==> config.mk <==
export PLATFORM = sky130hd
export DESIGN_NAME = dma_transport
export DESIGN_NICKNAME = d
export VERILOG_FILES = /design/src/dma_pkg.sv /design/src/dma_mem_read.sv /design/src/dma_byte_buffer.sv /design/src/dma_mem_write.sv /design/src/dma_transport.sv
export VERILOG_INCLUDE_DIRS = /design/src
export SDC_FILE = /design/constraint.sdc
export NUM_CORES = 1
export LEC_CHECK = 0
export BUFFER_PORTS_ARGS = -buffer_cell sky130_fd_sc_hd__buf_2
export CAP_MARGIN = 30
export CELL_PAD_IN_SITES_DETAIL_PLACEMENT = 2
export CELL_PAD_IN_SITES_GLOBAL_PLACEMENT = 2
export CORE_UTILIZATION = 36
export DETAILED_ROUTE_END_ITERATION = 7
export PLACE_DENSITY_LB_ADDON = 0.05
export SETUP_SLACK_MARGIN = 0.02
export SLEW_MARGIN = 20
export SYNTH_ARGS = -nofsm -noshare
export SYNTH_HDL_FRONTEND = slang
export SYNTH_SLANG_ARGS = --single-unit
==> constraint.sdc <==
create_clock -name clk_i -period 3.7 [get_ports clk_i]
set_input_delay 0.74 -clock clk_i [delete_from_list [all_inputs] [get_ports clk_i]]
set_output_delay 0.74 -clock clk_i [all_outputs]
set_load 0.005 [all_outputs]
==> src/dma_config.svh <==
// ----------------------------------------------------------------------
// DMA copy datapath dimensions: word lanes, addressing and buffering
// ----------------------------------------------------------------------
`ifndef DMA_CONFIG_SVH
`define DMA_CONFIG_SVH

// Byte lanes per data word
`define DMA_STRB_WIDTH 4

// Word address width of both memory ports
`define DMA_ADDR_WIDTH 16

// Beat counter width, bounds the burst length
`define DMA_BEAT_WIDTH 8

// Entries per byte lane in the dataflow buffer
`define DMA_BUFFER_DEPTH 3

`endif

==> src/dma_pkg.sv <==
// ----------------------------------------------------------------------
// DMA copy datapath types: lanes, words, burst requests, memory ports
// ----------------------------------------------------------------------
`include "dma_config.svh"

package dma_pkg;

    typedef logic [7:0]                          byte_t;
    typedef logic [`DMA_STRB_WIDTH-1:0]          strb_t;
    typedef logic [$clog2(`DMA_STRB_WIDTH)-1:0]  lane_idx_t;
    typedef byte_t [`DMA_STRB_WIDTH-1:0]         data_t;
    typedef logic [`DMA_ADDR_WIDTH-1:0]          waddr_t;
    typedef logic [`DMA_BEAT_WIDTH-1:0]          beats_t;

    // One burst, shared by the read and the write side
    typedef struct packed {
        waddr_t    addr;
        lane_idx_t offset;
        lane_idx_t tailer;     // 0 means the last beat is full
        lane_idx_t shift;
        beats_t    num_beats;
    } dp_req_t;

    // Memory port, request and response
    typedef struct packed {
        logic   req;
        logic   we;
        waddr_t addr;
        data_t  wdata;
        strb_t  be;
    } mem_req_t;

    typedef struct packed {
        logic  gnt;
        logic  rvalid;
        data_t rdata;
    } mem_rsp_t;

    typedef enum logic [2:0] {RD_IDLE, RD_ISSUE, RD_WAIT, RD_PUSH, RD_DONE} rd_state_e;
    typedef enum logic [2:0] {WR_IDLE, WR_COLLECT, WR_ISSUE, WR_ACK, WR_DONE} wr_state_e;

endpackage

==> src/dma_mem_read.sv <==
// ----------------------------------------------------------------------
// Read stage: fetches source words, masks and rotates them into lanes
// ----------------------------------------------------------------------
`include "dma_config.svh"

module dma_mem_read (
    input  logic              clk_i,
    input  logic              rst_n_i,
    input  dma_pkg::dp_req_t  req_i,
    input  logic              req_valid_i,
    output logic              req_ready_o,
    output dma_pkg::mem_req_t mem_req_o,
    input  dma_pkg::mem_rsp_t mem_rsp_i,
    output dma_pkg::data_t    buf_data_o,
    output dma_pkg::strb_t    buf_valid_o,
    input  dma_pkg::strb_t    buf_ready_i,
    output logic              rsp_valid_o,
    input  logic              rsp_ready_i,
    output logic              busy_o
);
    import dma_pkg::*;

    localparam int unsigned DataWidth = `DMA_STRB_WIDTH * 8;

    rd_state_e state_q, state_d;
    dp_req_t   req_q;
    waddr_t    addr_q;
    beats_t    beat_q;
    data_t     data_q;
    strb_t     pend_q;

    logic  last_beat, beat_accepted;
    strb_t first_mask, last_mask, beat_mask, pend_next;
    logic [2*DataWidth-1:0]       data_dbl;
    logic [2*`DMA_STRB_WIDTH-1:0] mask_dbl;

    // ------------------------------------------------------------------
    // Beat mask and barrel shift
    // ------------------------------------------------------------------
    assign first_mask = '1 << req_q.offset;
    assign last_mask  = (req_q.tailer == '0) ? '1 : ~('1 << req_q.tailer);
    assign last_beat  = beat_q == (req_q.num_beats - beats_t'(1));
    assign beat_mask  = ((beat_q == '0) ? first_mask : '1) & (last_beat ? last_mask : '1);

    // Rotate right so the first valid source byte lands on lane 0
    assign data_dbl = {mem_rsp_i.rdata, mem_rsp_i.rdata} >> (req_q.shift * 8);
    assign mask_dbl = {beat_mask, beat_mask} >> req_q.shift;

    assign pend_next     = pend_q & ~buf_ready_i;
    assign beat_accepted = (state_q == RD_PUSH) && (pend_next == '0);

    always_comb begin
        state_d = state_q;
        unique case (state_q)
            RD_IDLE:  if (req_valid_i)          state_d = RD_ISSUE;
            RD_ISSUE: if (mem_rsp_i.gnt)        state_d = RD_WAIT;
            RD_WAIT:  if (mem_rsp_i.rvalid)     state_d = RD_PUSH;
            RD_PUSH:  if (pend_next == '0)      state_d = last_beat ? RD_DONE : RD_ISSUE;
            RD_DONE:  if (rsp_ready_i)          state_d = RD_IDLE;
            default:                            state_d = RD_IDLE;
        endcase
    end

    always_ff @(posedge clk_i) begin
        if (!rst_n_i) begin
            state_q <= RD_IDLE;
            pend_q  <= '0;
            beat_q  <= '0;
        end else begin
            state_q <= state_d;
            if (state_q == RD_WAIT && mem_rsp_i.rvalid) begin
                pend_q <= mask_dbl[`DMA_STRB_WIDTH-1:0];
            end else if (state_q == RD_PUSH) begin
                pend_q <= pend_next;
            end
            if (state_q == RD_IDLE) begin
                beat_q <= '0;
            end else if (beat_accepted) begin
                beat_q <= beat_q + beats_t'(1);
            end
        end
    end

    // Burst and word payload
    always_ff @(posedge clk_i) begin
        if (state_q == RD_IDLE && req_valid_i) begin
            req_q  <= req_i;
            addr_q <= req_i.addr;
        end else if (beat_accepted) begin
            addr_q <= addr_q + waddr_t'(1);
        end
        if (state_q == RD_WAIT && mem_rsp_i.rvalid) begin
            data_q <= data_dbl[DataWidth-1:0];
        end
    end

    always_comb begin
        mem_req_o      = '0;
        mem_req_o.req  = state_q == RD_ISSUE;
        mem_req_o.addr = addr_q;
        mem_req_o.be   = '1;
    end

    assign buf_data_o  = data_q;
    assign buf_valid_o = pend_q;
    assign req_ready_o = state_q == RD_IDLE;
    assign rsp_valid_o = state_q == RD_DONE;
    assign busy_o      = state_q != RD_IDLE;

    // Request fields hold until the memory grants
    a_req_stable: assert property (@(posedge clk_i) disable iff (!rst_n_i)
        mem_req_o.req && !mem_rsp_i.gnt |=> mem_req_o.req && $stable(mem_req_o));

    // Memory returns data only while a read is outstanding
    a_rvalid_in_wait: assert property (@(posedge clk_i) disable iff (!rst_n_i)
        mem_rsp_i.rvalid |-> state_q == RD_WAIT);

endmodule

==> src/dma_byte_buffer.sv <==
// ----------------------------------------------------------------------
// Dataflow buffer with one small byte FIFO per lane between read and write
// ----------------------------------------------------------------------
`include "dma_config.svh"

module dma_byte_buffer #(
    parameter int unsigned Depth = `DMA_BUFFER_DEPTH
) (
    input  logic           clk_i,
    input  logic           rst_n_i,
    input  dma_pkg::data_t in_data_i,
    input  dma_pkg::strb_t in_valid_i,
    output dma_pkg::strb_t in_ready_o,
    output dma_pkg::data_t out_data_o,
    output dma_pkg::strb_t out_valid_o,
    input  dma_pkg::strb_t out_ready_i,
    output logic           busy_o
);
    import dma_pkg::*;

    localparam int unsigned PtrWidth = (Depth > 1) ? $clog2(Depth) : 1;
    localparam int unsigned CntWidth = $clog2(Depth + 1);

    for (genvar i = 0; i < `DMA_STRB_WIDTH; i++) begin : gen_lane
        byte_t                mem_q [Depth];
        logic [PtrWidth-1:0]  wr_ptr_q, rd_ptr_q;
        logic [CntWidth-1:0]  count_q;
        logic                 push, pop;

        assign in_ready_o[i]  = count_q != CntWidth'(Depth);
        assign out_valid_o[i] = count_q != '0;
        assign out_data_o[i]  = mem_q[rd_ptr_q];

        assign push = in_valid_i[i] && in_ready_o[i];
        assign pop  = out_valid_o[i] && out_ready_i[i];

        always_ff @(posedge clk_i) begin
            if (!rst_n_i) begin
                wr_ptr_q <= '0;
                rd_ptr_q <= '0;
                count_q  <= '0;
            end else begin
                if (push) begin
                    wr_ptr_q <= (wr_ptr_q == PtrWidth'(Depth - 1)) ? '0 : wr_ptr_q + 1'b1;
                end
                if (pop) begin
                    rd_ptr_q <= (rd_ptr_q == PtrWidth'(Depth - 1)) ? '0 : rd_ptr_q + 1'b1;
                end
                if (push && !pop) begin
                    count_q <= count_q + 1'b1;
                end else if (pop && !push) begin
                    count_q <= count_q - 1'b1;
                end
            end
        end

        // Byte storage
        always_ff @(posedge clk_i) begin
            if (push) begin
                mem_q[wr_ptr_q] <= in_data_i[i];
            end
        end

        // A byte never lands on the unread head of a lane that holds data
        a_no_push_full: assert property (@(posedge clk_i) disable iff (!rst_n_i)
            push && (count_q != '0) |-> wr_ptr_q != rd_ptr_q);
    end

    assign busy_o = |out_valid_o;

endmodule

==> src/dma_mem_write.sv <==
// ----------------------------------------------------------------------
// Write stage: gathers lane bytes, aligns them and writes with enables
// ----------------------------------------------------------------------
`include "dma_config.svh"

module dma_mem_write (
    input  logic              clk_i,
    input  logic              rst_n_i,
    input  dma_pkg::dp_req_t  req_i,
    input  logic              req_valid_i,
    output logic              req_ready_o,
    input  dma_pkg::data_t    buf_data_i,
    input  dma_pkg::strb_t    buf_valid_i,
    output dma_pkg::strb_t    buf_ready_o,
    output dma_pkg::mem_req_t mem_req_o,
    input  dma_pkg::mem_rsp_t mem_rsp_i,
    output logic              rsp_valid_o,
    input  logic              rsp_ready_i,
    output logic              busy_o
);
    import dma_pkg::*;

    localparam int unsigned DataWidth = `DMA_STRB_WIDTH * 8;

    wr_state_e state_q, state_d;
    dp_req_t   req_q;
    waddr_t    addr_q;
    beats_t    beat_q;

    logic      last_beat, beat_ready, beat_acked;
    lane_idx_t back_shift;
    strb_t     first_mask, last_mask, beat_mask, valid_rot;
    logic [2*DataWidth-1:0]       data_dbl;
    logic [2*`DMA_STRB_WIDTH-1:0] valid_dbl, ready_dbl;

    // ------------------------------------------------------------------
    // Byte enables and barrel shift
    // ------------------------------------------------------------------
    assign first_mask = '1 << req_q.offset;
    assign last_mask  = (req_q.tailer == '0) ? '1 : ~('1 << req_q.tailer);
    assign last_beat  = beat_q == (req_q.num_beats - beats_t'(1));
    assign beat_mask  = ((beat_q == '0) ? first_mask : '1) & (last_beat ? last_mask : '1);

    // Left rotation by shift, done as a right rotation by its complement
    assign back_shift = -req_q.shift;
    assign data_dbl   = {buf_data_i, buf_data_i} >> (back_shift * 8);
    assign valid_dbl  = {buf_valid_i, buf_valid_i} >> back_shift;
    assign valid_rot  = valid_dbl[`DMA_STRB_WIDTH-1:0];

    // Enables mapped back onto the buffer lanes they came from
    assign ready_dbl  = {beat_mask, beat_mask} >> req_q.shift;

    assign beat_ready = (valid_rot & beat_mask) == beat_mask;
    assign beat_acked = (state_q == WR_ACK) && mem_rsp_i.rvalid;

    always_comb begin
        state_d = state_q;
        unique case (state_q)
            WR_IDLE:    if (req_valid_i)       state_d = WR_COLLECT;
            WR_COLLECT: if (beat_ready)        state_d = WR_ISSUE;
            WR_ISSUE:   if (mem_rsp_i.gnt)     state_d = WR_ACK;
            WR_ACK:     if (mem_rsp_i.rvalid)  state_d = last_beat ? WR_DONE : WR_COLLECT;
            WR_DONE:    if (rsp_ready_i)       state_d = WR_IDLE;
            default:                           state_d = WR_IDLE;
        endcase
    end

    always_ff @(posedge clk_i) begin
        if (!rst_n_i) begin
            state_q <= WR_IDLE;
            beat_q  <= '0;
        end else begin
            state_q <= state_d;
            if (state_q == WR_IDLE) begin
                beat_q <= '0;
            end else if (beat_acked) begin
                beat_q <= beat_q + beats_t'(1);
            end
        end
    end

    always_ff @(posedge clk_i) begin
        if (state_q == WR_IDLE && req_valid_i) begin
            req_q  <= req_i;
            addr_q <= req_i.addr;
        end else if (beat_acked) begin
            addr_q <= addr_q + waddr_t'(1);
        end
    end

    always_comb begin
        mem_req_o       = '0;
        mem_req_o.req   = state_q == WR_ISSUE;
        mem_req_o.we    = 1'b1;
        mem_req_o.addr  = addr_q;
        mem_req_o.wdata = data_dbl[DataWidth-1:0];
        mem_req_o.be    = beat_mask;
    end

    // Pop the used lanes only once the memory has taken the word
    assign buf_ready_o = (state_q == WR_ISSUE && mem_rsp_i.gnt) ?
                         ready_dbl[`DMA_STRB_WIDTH-1:0] : '0;

    assign req_ready_o = state_q == WR_IDLE;
    assign rsp_valid_o = state_q == WR_DONE;
    assign busy_o      = state_q != WR_IDLE;

    // Every issued write carries at least one byte
    a_be_nonzero: assert property (@(posedge clk_i) disable iff (!rst_n_i)
        mem_req_o.req |-> mem_req_o.be != '0);

endmodule

==> src/dma_transport.sv <==
// ----------------------------------------------------------------------
// DMA transport layer: read port, byte buffer and write port in a line
// ----------------------------------------------------------------------
module dma_transport (
    input  logic              clk_i,
    input  logic              rst_n_i,
    input  dma_pkg::dp_req_t  r_req_i,
    input  logic              r_req_valid_i,
    output logic              r_req_ready_o,
    output logic              r_rsp_valid_o,
    input  logic              r_rsp_ready_i,
    input  dma_pkg::dp_req_t  w_req_i,
    input  logic              w_req_valid_i,
    output logic              w_req_ready_o,
    output logic              w_rsp_valid_o,
    input  logic              w_rsp_ready_i,
    output dma_pkg::mem_req_t src_mem_req_o,
    input  dma_pkg::mem_rsp_t src_mem_rsp_i,
    output dma_pkg::mem_req_t dst_mem_req_o,
    input  dma_pkg::mem_rsp_t dst_mem_rsp_i,
    output logic              r_busy_o,
    output logic              w_busy_o,
    output logic              buffer_busy_o
);
    import dma_pkg::*;

    // Lanes between the read port and the buffer
    data_t buf_in_data;
    strb_t buf_in_valid, buf_in_ready;
    // Lanes between the buffer and the write port
    data_t buf_out_data;
    strb_t buf_out_valid, buf_out_ready;

    dma_mem_read i_mem_read (
        .clk_i       (clk_i),
        .rst_n_i     (rst_n_i),
        .req_i       (r_req_i),
        .req_valid_i (r_req_valid_i),
        .req_ready_o (r_req_ready_o),
        .mem_req_o   (src_mem_req_o),
        .mem_rsp_i   (src_mem_rsp_i),
        .buf_data_o  (buf_in_data),
        .buf_valid_o (buf_in_valid),
        .buf_ready_i (buf_in_ready),
        .rsp_valid_o (r_rsp_valid_o),
        .rsp_ready_i (r_rsp_ready_i),
        .busy_o      (r_busy_o)
    );

    dma_byte_buffer i_byte_buffer (
        .clk_i       (clk_i),
        .rst_n_i     (rst_n_i),
        .in_data_i   (buf_in_data),
        .in_valid_i  (buf_in_valid),
        .in_ready_o  (buf_in_ready),
        .out_data_o  (buf_out_data),
        .out_valid_o (buf_out_valid),
        .out_ready_i (buf_out_ready),
        .busy_o      (buffer_busy_o)
    );

    dma_mem_write i_mem_write (
        .clk_i       (clk_i),
        .rst_n_i     (rst_n_i),
        .req_i       (w_req_i),
        .req_valid_i (w_req_valid_i),
        .req_ready_o (w_req_ready_o),
        .buf_data_i  (buf_out_data),
        .buf_valid_i (buf_out_valid),
        .buf_ready_o (buf_out_ready),
        .mem_req_o   (dst_mem_req_o),
        .mem_rsp_i   (dst_mem_rsp_i),
        .rsp_valid_o (w_rsp_valid_o),
        .rsp_ready_i (w_rsp_ready_i),
        .busy_o      (w_busy_o)
    );

endmodule

# == Word-level counts from Yosys, hierarchy flattened ==
# Memory sizes are Yosys's and may differ from the RTL's. A register that Yosys moved wholly into a read port is not among the register bits.
# Cells that the tools add are included.
# totals
ramBits,96
regBits,142
n_memories,4
word_cells,222
# classes
addsub,23
shifts,9
eq_ne,33
n_bitwise,8
mux,59
reduce_logical,55
# memory_table
name,depth,width,read_ports,rd_clocked_by_memory_dff,write_ports,line_no,text
i_byte_buffer.gen_lane[0].mem_q,3,8,1,1,1,dma_byte_buffer.sv:25,byte_t mem_q [Depth];
i_byte_buffer.gen_lane[1].mem_q,3,8,1,1,1,dma_byte_buffer.sv:25,
i_byte_buffer.gen_lane[2].mem_q,3,8,1,1,1,dma_byte_buffer.sv:25,
i_byte_buffer.gen_lane[3].mem_q,3,8,1,1,1,dma_byte_buffer.sv:25,
# op_table
operator,n
>> shifter 64 x 5 -> 32 bit,2
2-to-1 mux 16 bit,4
2-to-1 mux 2 bit,24
2-to-1 mux 3 bit,12
2-to-1 mux 4 bit,9
"adder 16 x 1 -> 16 bit, second input constant",2
one-hot mux 3 bit (5 select lines),2
"adder 2 x 1 -> 2 bit, second input constant",12
>> shifter 8 x 2 -> 4 bit,3
logical AND 1 bit,22
nonzero test 2 bit,11
"!= test 2 bit, second input constant",9
"adder 8 x 1 -> 8 bit, second input constant",2
bitwise AND 4 bit,4
"equality test 2 bit, second input constant",8
equality test 8 bit,2
zero test 8 bit,2
"<< shifter 4 x 2 -> 4 bit, first input constant",4
"subtractor 8 x 1 -> 8 bit, second input constant",2
"equality test 3 x 2 -> 1 bit, second input constant",4
inverter 4 bit,3
"!= test 2 x 1 -> 1 bit, second input constant",5
AND reduction 5 bit,2
zero test 1 bit,8
13 further kinds,29

# == Longest topological paths before layout ==
# Gate-level depths: netlist (run 1).
# logic_depth
ltp_word,11
mapped_depth,13
mapped_depth_nobuf,13

# == By module ==
# A second synthesis (run 1) with hierarchy kept.
# unflattened
cells_unflattened,1003
hier_area_um2,12869.8
# modules_own_cells
mod,area_per_inst_um2,instances,cells_each,seq_area_each_um2
dma_byte_buffer,4882.2,1,335,3523.4
dma_mem_read,4605.7,1,367,2162.1
dma_mem_write,3382.0,1,301,1121.1

# == Least setup slack after synthesis (run 1) ==
# No wires, ideal clock.
# synth_timing
path_kind,input -> register
startpoint,input src_mem_rsp_i[32] (netlist name)
endpoint,"register i_mem_read.pend_q[2], in the netlist i_mem_read.buf_valid_o[2]"
n_path_buf,0
t_arrival_ns,3.065
path_slack_ns,0.545
path_stages,4
setup_time_ns,0.090
path_cell_list,nor2b_1 > nor2b_1 > nand3_1 > o221ai_1
# synth_between
elab_chain_cells,2
elab_cells_between_ends,3
classes_between,mux (1); reduce/logical (2)
# synth_rtl
item,line_no,text
start: declaration,dma_transport.sv:18,"input dma_pkg::mem_rsp_t src_mem_rsp_i,"
logical AND 1 bit *,dma_mem_read.sv:71,if (state_q == RD_WAIT && mem_rsp_i.rvalid) begin
2-to-1 mux 4 bit / nonzero test 2 bit (equally long branches),-,
end signal: assignment,dma_mem_read.sv:72,pend_q <= mask_dbl[`DMA_STRB_WIDTH-1:0];
end signal: assignment,dma_mem_read.sv:74,pend_q <= pend_next;
end: declaration,dma_mem_read.sv:30,strb_t pend_q;
# Mark *: on every way between the ends. The rest lies on a longest branch, timed or not.
# A chain may end at the register's enable or synchronous reset.

==> out/qor.txt, run 1 <==
status = finished, final reports clean
cell area after synthesis = 0.01257 mm²
Synth Area in Compound Gates = 0.06817
startpoint types = register
die area = 0.03568 mm²
met3 capacity usage during global routing = 0.02743
Adder-Cell Fraction of Synth Area = 0.01592
Total Nets Final = 1454
routed vias/inst = 5.063
Post-DRT Antenna Nets = 0
Post-CTS Setup Inserts = 0
M1 GR Usage = 0.2642
clock period minus worst slack = 3.568 ns
first-pass GRT wire length = 54920 µm
largest net degree at the start of global routing = 41
maxcap violations = 0
area occupied by multi-input gates = 0.005321 mm²
period utilisation layout = 0.9644
P&R area growth vs syn = 18.79%
Slew HR = 0.3877
FMAX = 280.2 MHz
grt ovf = 0
GRT Util Overall = 0.1971
GR Util met2 = 0.3402
Register Area = 0.006807 mm²
Port Buffer Count = 178
Critical Path AT = 2.83 ns
design area = 0.01494 mm²
Root Buffer = clkbuf_16
Mean Syn Cell Area = 11.22 µm²
Leak = 5.639 nW
Distinct cells, synth = 67
Clock Skew = 0.01643 ns
drt wl/cell = 19.54 µm
CTS Buf Count = 29
largest family of logic cells by synthesized area = simple AND/OR/NAND/NOR gates
Slew Limit Fails = 0
worst skew pair latency = 0.57 ns
# hold bufs at CTS = 0
HP Class = input port to register
row cnt = 68
Placed Area = 0.01391 mm²
vias in the first global route = 9750
IO Pins = 249
Post-Synth Simple-Gate Area = 0.1542
post-DP HPWL = 26390 µm
core area = 0.03446 mm²
clock sinks = 246
GPL Wtd Cong = 0.7715
clock buffer depth = 3
die height = 188.9 µm
setup TNS = 0 ns
Post-Route WL = 34840 µm
Starting Density = 0.3649
vias = 9027
VDD IR max = 0.3937 mV
GRT Max-Usage Layer = met2
CTS tree = done
pwr dens = 535.9 mW/mm²
Clk pin slew, worst setup/hold paths = 0.06 ns
share of cells above drive strength 1 = 0.2306
Hold Vio Cnt, Final = 0
DRC Markers = 0
CTS-repair resized insts = 0
sequential share of the synthesized area = 0.5413
dominant synthesized flop cell = edfxtp_1
Crit Path Class = register to output port
H-tree depth = 1
flops & latches, synth = 246
post-synthesis xor/xnor area fraction = 0.04806
Worst Path Required = 2.96 ns
Post-synth EDFFs = 188
DR pass1 iterations = 5
Worst-Margin Slew = 0.9165 ns
CP Capture Type = output port
post-synthesis mux area share = 0.1239
Fillers = 3616
initial antenna violation count = 2
Syn. warnings = 0
Mapped Cells = 1121
Final setup violation count = 0
unrepaired setup endpoints after global routing = no
Worst Path Max Fanout = 8
async set-reset flop share out of synthesis = 0
initial drt markers = 374
Horiz. Die Dim = 188.9 µm
## state kept, by name (all words and copies together) (netlist names), 14 cells and up, named ones only
name	count
i_byte_buffer.gen_lane.mem_q	96
i_mem_read.req_q	14
i_mem_read.addr_q	16
i_mem_write.addr_q	16
i_mem_write.req_q	14
i_mem_read.buf_data_o	32
## cells in the mapped netlist, types with 14 or more instances
cell	number	area share
and3_1	17	0.0085
nor2_1	186	0.056
nand3_1	30	0.012
clkbuf_1	37	0.011
edfxtp_1	188	0.45
nor3_1	14	0.0056
nand2_1	77	0.023
dfxtp_1	58	0.092
mux4_2	33	0.059
mux2i_1	78	0.062
o21ai_0	42	0.017
inv_1	31	0.0093
xor2_1	46	0.032
xnor2_1	23	0.016
buf_4	38	0.023
a21oi_1	54	0.021
ha_1	16	0.016
## worst max-delay path: stages, from the launching register on
cell      delay, ns
edfxtp_1       0.51
nor4_2         0.39
a21oi_1        0.14
a311oi_2       0.43
nand3_2        0.28
or3_1          0.37
buf_2          0.14
## kinds of logic (layout without fill, tap and decap cells)
kind of cell | Yosys count | in the layout
xor gates and xnor gates | 69 | 69
other | 2 | 39
muxes | 114 | 114
and+or+nand+nor | 410 | 410
AOI/OAI and AO/OA | 143 | 143
adders and majority gates | 16 | 16
DFF | 246 | 246
buffers and inverters | 121 | 291
## final timing paths
kind                             from                                    end  slack [ns]  cells after the start
max              i_mem_write.req_q[3]                       dst_mem_req_o[3]        0.13                      6
min                        r_req_i[6]                    i_mem_read.req_q[6]        0.35                      1
max reg2reg      i_mem_write.req_q[3]   i_byte_buffer.gen_lane[1].count_q[1]        0.29                     10
min reg2reg  i_mem_read.buf_data_o[6]  i_byte_buffer.gen_lane[0].mem_q[0][6]        0.48                      0
## placed cells by master (no fill, tap or decap), types with 4 or more instances in the layout
cell and n:
nand3_1 30, mux4_2 33, o311ai_1 4, conb_1 38, clkbuf_1 8, or3_1 12, buf_2 178, nor3b_1 10
clkbuf_8 5, mux2i_1 78, nor2b_1 8, clkbuf_16 30, o22ai_1 4, ha_1 16, o21ai_0 42, or2_2 6
o221ai_1 4, and3_1 17, edfxtp_1 188, inv_1 31, nor3_1 14, a22oi_1 4, nand2_1 77, xor2_1 45
dfxtp_1 58, xnor2_1 22, nand4_1 12, a21oi_1 54, and2_1 6, bufinv_16 4, nand2b_1 10, nor2_1 185
nand3b_1 6, buf_4 27
## cell type report
type,count,area share
flip-flops and latches,246,0.4557
multi-input cells,790,0.3563
repair buffers,205,0.07322
clock buffers,43,0.05688
well taps,455,0.03812
clock inverters,11,0.01156
inverters,32,0.008042
diodes,1,0.0001675
## routing by layer
| metal | wire (µm) | vias to the layer above |
|---|---|---|
| met5 | 22 | - |
| met4 | 570 | 4 |
| met3 | 1440 | 44 |
| met2 | 17190 | 171 |
| met1 | 15630 | 4479 |
| li1 | - | 4329 |
## power breakdown
| group | total, mW | internal [mW] | switching [mW] | leakage [nW] |
|---|---|---|---|---|
| Sequential | 3.46 | 3.24 | 0.214 | 2.20 |
| Combinational | 1.52 | 0.660 | 0.857 | 2.94 |
| Clock | 3.03 | 1.87 | 1.16 | 0.499 |
| Total | 8.00 | 5.77 | 2.23 | 5.64 |
## per-stage QoR
step | hold WS (ns) | instances | worst slack, ns | utilization | power, mW
floorplan | 0.4401 | 1157 | 0.5453 | - | 4.435
global placement | 0.4509 | 1728 | 0.4761 | 0.4036 | 4.973
detailed placement | 0.4662 | 1728 | 0.3643 | 0.4036 | 5.053
CTS | 0.3159 | 1782 | 0.1181 | 0.4333 | 8.103
global route | 0.3231 | 1782 | 0.05453 | 0.4334 | 8.392
finish | 0.3473 | 1783 | 0.1317 | 0.4334 | 8.003
Power figures use the tool's default switching activity.
==> run 2, diff against run 1 <==
--- a/config.mk
+++ b/config.mk
@@ -10,8 +10,10 @@
 export CAP_MARGIN = 30
 export CELL_PAD_IN_SITES_DETAIL_PLACEMENT = 2
 export CELL_PAD_IN_SITES_GLOBAL_PLACEMENT = 2
+export CORE_MARGIN = 10
 export CORE_UTILIZATION = 36
 export DETAILED_ROUTE_END_ITERATION = 7
+export GPL_TIMING_DRIVEN = 0
 export PLACE_DENSITY_LB_ADDON = 0.05
 export SETUP_SLACK_MARGIN = 0.02
 export SLEW_MARGIN = 20
==> out/qor.txt, run 2 (synthesis gave the netlist of run 1 again) <==
clock sinks = 246
row cnt = 68
vias = 9458
initial drt markers = 398
Horiz. Die Dim = 206.9 µm
GPL Wtd Cong = 0.7978
Placed Area = 0.01426 mm²
vias in the first global route = 10540
Port Buffer Count = 177
Slew Limit Fails = 0
IO Pins = 249
initial antenna violation count = 7
Clock Skew = 0.01080 ns
non-filler cells, final = 1856
Critical Path AT = 2.84 ns
CP Capture Type = output port
design area = 0.01536 mm²
VDD IR max = 0.3566 mV
largest net degree at the start of global routing = 29
maxcap violations = 0
crit-path max cell delay = 0.51 ns
clock buffer depth = 3
total power = 8.113 mW
die area = 0.04280 mm²
H-tree depth = 1
CP max-delay cell = edfxtp_1
setup TNS = 0 ns
first-pass GRT wire length = 61380 µm
most frequent cells in the layout = 188 x edfxtp_1, 185 x nor2_1, 182 x buf_2
startpoint types = register
P&R area growth vs syn = 22.15%
DRC Markers = 0
GRT Util Overall = 0.1835
Post-DRT Antenna Nets = 0
most common cell after layout, fill and taps aside = edfxtp_1
# hold bufs at CTS = 0
Biggest register = i_byte_buffer.gen_lane.mem_q
Total Nets Final = 1522
core area = 0.03454 mm²
Slew HR = 0.3871
drt wl/cell = 21.56 µm
status = finished, final reports clean
clock period minus worst slack = 3.575 ns
Post-Route WL = 40020 µm
Hold Worst Slack = 0.3473 ns
Leak = 5.842 nW
routed vias/inst = 5.096
crit-path cells = nor4_2 -> a21oi_1 -> a311oi_2 -> nand3_2 -> or3_1 -> buf_2
pwr dens = 528.3 mW/mm²
post-DP HPWL = 31030 µm
Root Buffer = clkbuf_16
DR pass1 iterations = 4
worst skew pair latency = 0.57 ns
share of cells above drive strength 1 = 0.2473
placed cells = 1791
Worst Path Required = 2.96 ns
Hold Vio Cnt, Final = 0
CTS tree = done
grt ovf = 0
max FFs per register = 96
die height = 206.9 µm
Crit Path Class = register to output port
Starting Density = 0.3640
Final setup violation count = 0
Clk pin slew, worst setup/hold paths = 0.06 ns
HP Class = input port to register
FMAX = 279.7 MHz
Worst Path Max Fanout = 8
Worst-Margin Slew = 0.9193 ns
CTS Buf Count = 29
unrepaired setup endpoints after global routing = yes
period utilisation layout = 0.9663
## run 2: stage by stage
step	util	setup WS, ns
detailed placement	0.4129	0.04643
floorplan	-	0.5453
global placement	0.4100	-0.4701
finish	0.4446	0.1249
CTS	0.4426	0.01214
global route	0.4444	-0.03397
## run 2: worst paths after layout
check,from,endpoint,slack (ns),cells past startpoint
max,i_mem_write.req_q[2],dst_mem_req_o[3],0.12,6
min reg2reg,i_mem_read.buf_data_o[17],i_byte_buffer.gen_lane[2].mem_q[1][1],0.49,0
min,w_req_i[12],i_mem_write.req_q[12],0.35,1
max reg2reg,i_mem_write.req_q[2],i_byte_buffer.gen_lane[3].count_q[1],0.21,10
## run 2: routing by layer
metal / vias to the layer above / track usage / share of wire
met4: 4 / 0.03596 / 0.016
met5: - / 0 / 0.00067
met2: 148 / 0.3267 / 0.51
met3: 38 / 0.03449 / 0.038
met1: 4787 / 0.2275 / 0.43
li1: 4481 / - / -
## run 2: layout make-up
| cell class | instances | area [µm²] |
|---|---|---|
| Multi-Input combinational cell | 790 | 5376 |
| Antenna cell | 6 | 15.01 |
| Inverter | 32 | 123.9 |
| Buffer | 88 | 483.0 |
| Fill cell | 3709 | 19180 |
| Clock inverter | 10 | 126.4 |
| Timing Repair Buffer | 185 | 962.2 |
| Sequential cell | 246 | 6807 |
| Clock buffer | 44 | 895.9 |
| Tap cell | 455 | 569.3 |
## run 2: critical path, delay by kind of cell, from the launching register on
kind,cells,cell delay [ns]
compound gates,2,0.56
buf+inv,1,0.14
flops,1,0.51
simple gates,3,1.05
## run 2: timing repair
| action | 4_1_cts | 5_1_grt |
|---|---|---|
| pin swaps | 0 | 1 |
| hold endpoints to repair | 0 | 0 |
| gates cloned | 0 | 0 |
| buffers inserted | 0 | 6 |
| setup endpoints to repair | 27 | 31 |
| resized for setup | 3 | 6 |
## run 2: report_power, final
part	switching [mW]	total, mW	leakage (nW)	internal, mW
clock network	1.18	3.01	0.503	1.82
logic	0.962	1.67	3.14	0.704
registers	0.199	3.44	2.20	3.24
==> run 3, diff against run 2 <==
--- a/config.mk
+++ b/config.mk
@@ -6,13 +6,14 @@
 export SDC_FILE = /design/constraint.sdc
 export NUM_CORES = 1
 export LEC_CHECK = 0
-export BUFFER_PORTS_ARGS = -buffer_cell sky130_fd_sc_hd__buf_2
+export ABC_CLOCK_PERIOD_IN_PS = 3700
 export CAP_MARGIN = 30
 export CELL_PAD_IN_SITES_DETAIL_PLACEMENT = 2
 export CELL_PAD_IN_SITES_GLOBAL_PLACEMENT = 2
 export CORE_MARGIN = 10
-export CORE_UTILIZATION = 36
+export CORE_UTILIZATION = 41
 export DETAILED_ROUTE_END_ITERATION = 7
+export DONT_BUFFER_PORTS = 1
 export GPL_TIMING_DRIVEN = 0
 export PLACE_DENSITY_LB_ADDON = 0.05
 export SETUP_SLACK_MARGIN = 0.02
==> out/qor.txt, run 3 (synthesis gave the netlist of run 1 again) <==
worst skew pair latency = 0.55 ns
Worst-Margin Slew = 0.8795 ns
placed cells = 1555
status = finished, final reports clean
initial drt markers = 399
Worst Path Max Fanout = 8
clock sinks = 246
max FFs per register = 96
first-pass GRT wire length = 59430 µm
Clock Skew = 0.01442 ns
Post-Route WL = 38440 µm
DRC Markers = 0
routed vias/inst = 5.502
vias in the first global route = 9842
die area = 0.03807 mm²
die height = 195.1 µm
Hold Crit Start = r_req_i[9]
sequential group share of total power = 0.461
switching part of the total = 0.2946
worst hold path cell count = 0
grt ovf = 0
post-DP HPWL = 29850 µm
crit-path cells = nor4_2 -> a21oi_1 -> a311oi_2 -> nand3_2 -> or3_1
Hold Vio Cnt, Final = 0
pwr dens = 530.2 mW/mm²
Final setup violation count = 0
Crit Path Class = register to output port
Horiz. Die Dim = 195.1 µm
maxcap violations = 0
CTS tree = done
Slew HR = 0.4137
H-tree depth = 1
vias = 8842
most common cell after layout, fill and taps aside = edfxtp_1
Biggest register = i_byte_buffer.gen_lane.mem_q
GRT Util Overall = 0.1965
row cnt = 64
crit-path max cell delay = 0.51 ns
Port Buffer Count = 0
FMAX = 285.8 MHz
Critical Path AT = 2.76 ns
largest net degree at the start of global routing = 30
CTS Buf Count = 27
switching power = 2.225 mW
Pint = 5.328 mW
# hold bufs at CTS = 0
share of cells above drive strength 1 = 0.1300
P&R area growth vs syn = 13.31%
non-filler cells, final = 1607
clock period minus worst slack = 3.499 ns
drt wl/cell = 23.92 µm
Clock power frac = 0.361
pre-CTS setup slack = 0.01804 ns
Clk pin slew, worst setup/hold paths = 0.06 ns
clock buffer depth = 3
GPL Wtd Cong = 0.7964
combinational share of power = 0.178
IO Pins = 249
Worst Path Required = 2.96 ns
unrepaired setup endpoints after global routing = yes
r2r endpoint = i_byte_buffer.gen_lane[3].count_q[1]
worst-case reg-to-reg path depth = 10
R2R Setup Slk = 0.25 ns
Post-CTS Setup Inserts = 0
Post-DRT Antenna Nets = 0
CP Capture Type = output port
Total Nets Final = 1337
Slew Limit Fails = 0
Hold EP = i_mem_read.req_q[9]
Placed Area = 0.01330 mm²
Leak = 5.050 nW
Root Buffer = clkbuf_16
HP Class = input port to register
initial antenna violation count = 3
most frequent cells in the layout = 188 x edfxtp_1, 185 x nor2_1, 78 x mux2i_1
core area = 0.03043 mm²
worst setup margin = 0.2007 ns
period utilisation layout = 0.9457
CP max-delay cell = edfxtp_1
Reg2Reg Launch Point = i_mem_write.req_q[2]
VDD IR max = 0.3752 mV
Starting Density = 0.4132
startpoint types = register
Hold Worst Slack = 0.2817 ns
design area = 0.01425 mm²
DR pass1 iterations = 4
==> run 3: cell type report <==
| type | count | area, µm² |
|---|---|---|
| Sequential cell | 246 | 6807 |
| Tap cell | 396 | 495.5 |
| Antenna cell | 3 | 7.507 |
| Multi-Input combinational cell | 790 | 5410 |
| Timing Repair Buffer | 2 | 31.28 |
| Buffer | 88 | 480.5 |
| Clock buffer | 36 | 752.0 |
| Inverter | 32 | 120.1 |
| Clock inverter | 14 | 143.9 |
| Fill cell | 3095 | 16180 |
==> run 3: worst max-delay path: cells and delay by family, from the launching register on <==
family / cells / cell delay (ns)
simple gates: 3 / 1.13
compound gates: 2 / 0.57
flops: 1 / 0.51
==> run 3: timing repair <==
item                                    4_1_cts  5_1_grt
endpoints found under the setup margin       28        4
hold endpoints to repair                      0        0
cloned                                        0        0
gates resized for setup                       4        5
==> run 3: power by group through the flow <==
stage	Clock (mW)	Combinational [mW]	Sequential (mW)
global route	2.89	1.52	3.52
CTS	2.78	1.36	3.49
detailed placement	0	1.35	3.54
global placement	0	1.29	3.53
floorplan	0	0.989	3.45
finish	2.73	1.34	3.48
==> run 3: per-layer routing <==
metal | global-route usage | wire, µm | part of all wire | vias up
met5 | 0 | 0 | 0 | -
li1 | - | - | - | 4108
met4 | 0.03450 | 515 | 0.013 | 0
met1 | 0.2443 | 16380 | 0.43 | 4519
met2 | 0.3448 | 19480 | 0.51 | 181
met3 | 0.04385 | 2057 | 0.054 | 34
==> run 3: worst max-delay path by stage <==
stage / startpoint / to / slack, ns / cells after the start
floorplan: src_mem_rsp_i[32] / i_mem_read.buf_valid_o[2] / 0.55 / 4
global placement: src_mem_rsp_i[32] / i_mem_read.buf_valid_o[2] / -0.29 / 4
detailed placement: i_mem_write.req_q[2] / i_byte_buffer.gen_lane[3].count_q[1] / 0.02 / 10
CTS: i_mem_write.req_q[2] / i_byte_buffer.gen_lane[2].count_q[1] / 0.1 / 10
global route: i_mem_write.req_q[2] / dst_mem_req_o[3] / 0.02 / 5
finish: i_mem_write.req_q[2] / dst_mem_req_o[3] / 0.20 / 5
==> run 3: through the flow <==
stage,setup TNS [ns],utilization,power [mW]
final,0,0.4682,7.553
after detailed placement,0,0.4372,4.895
after global routing,0,0.4681,7.933
after floorplan,0,-,4.435
after CTS,0,0.4669,7.635
after global placement,-1.072,0.4339,4.823
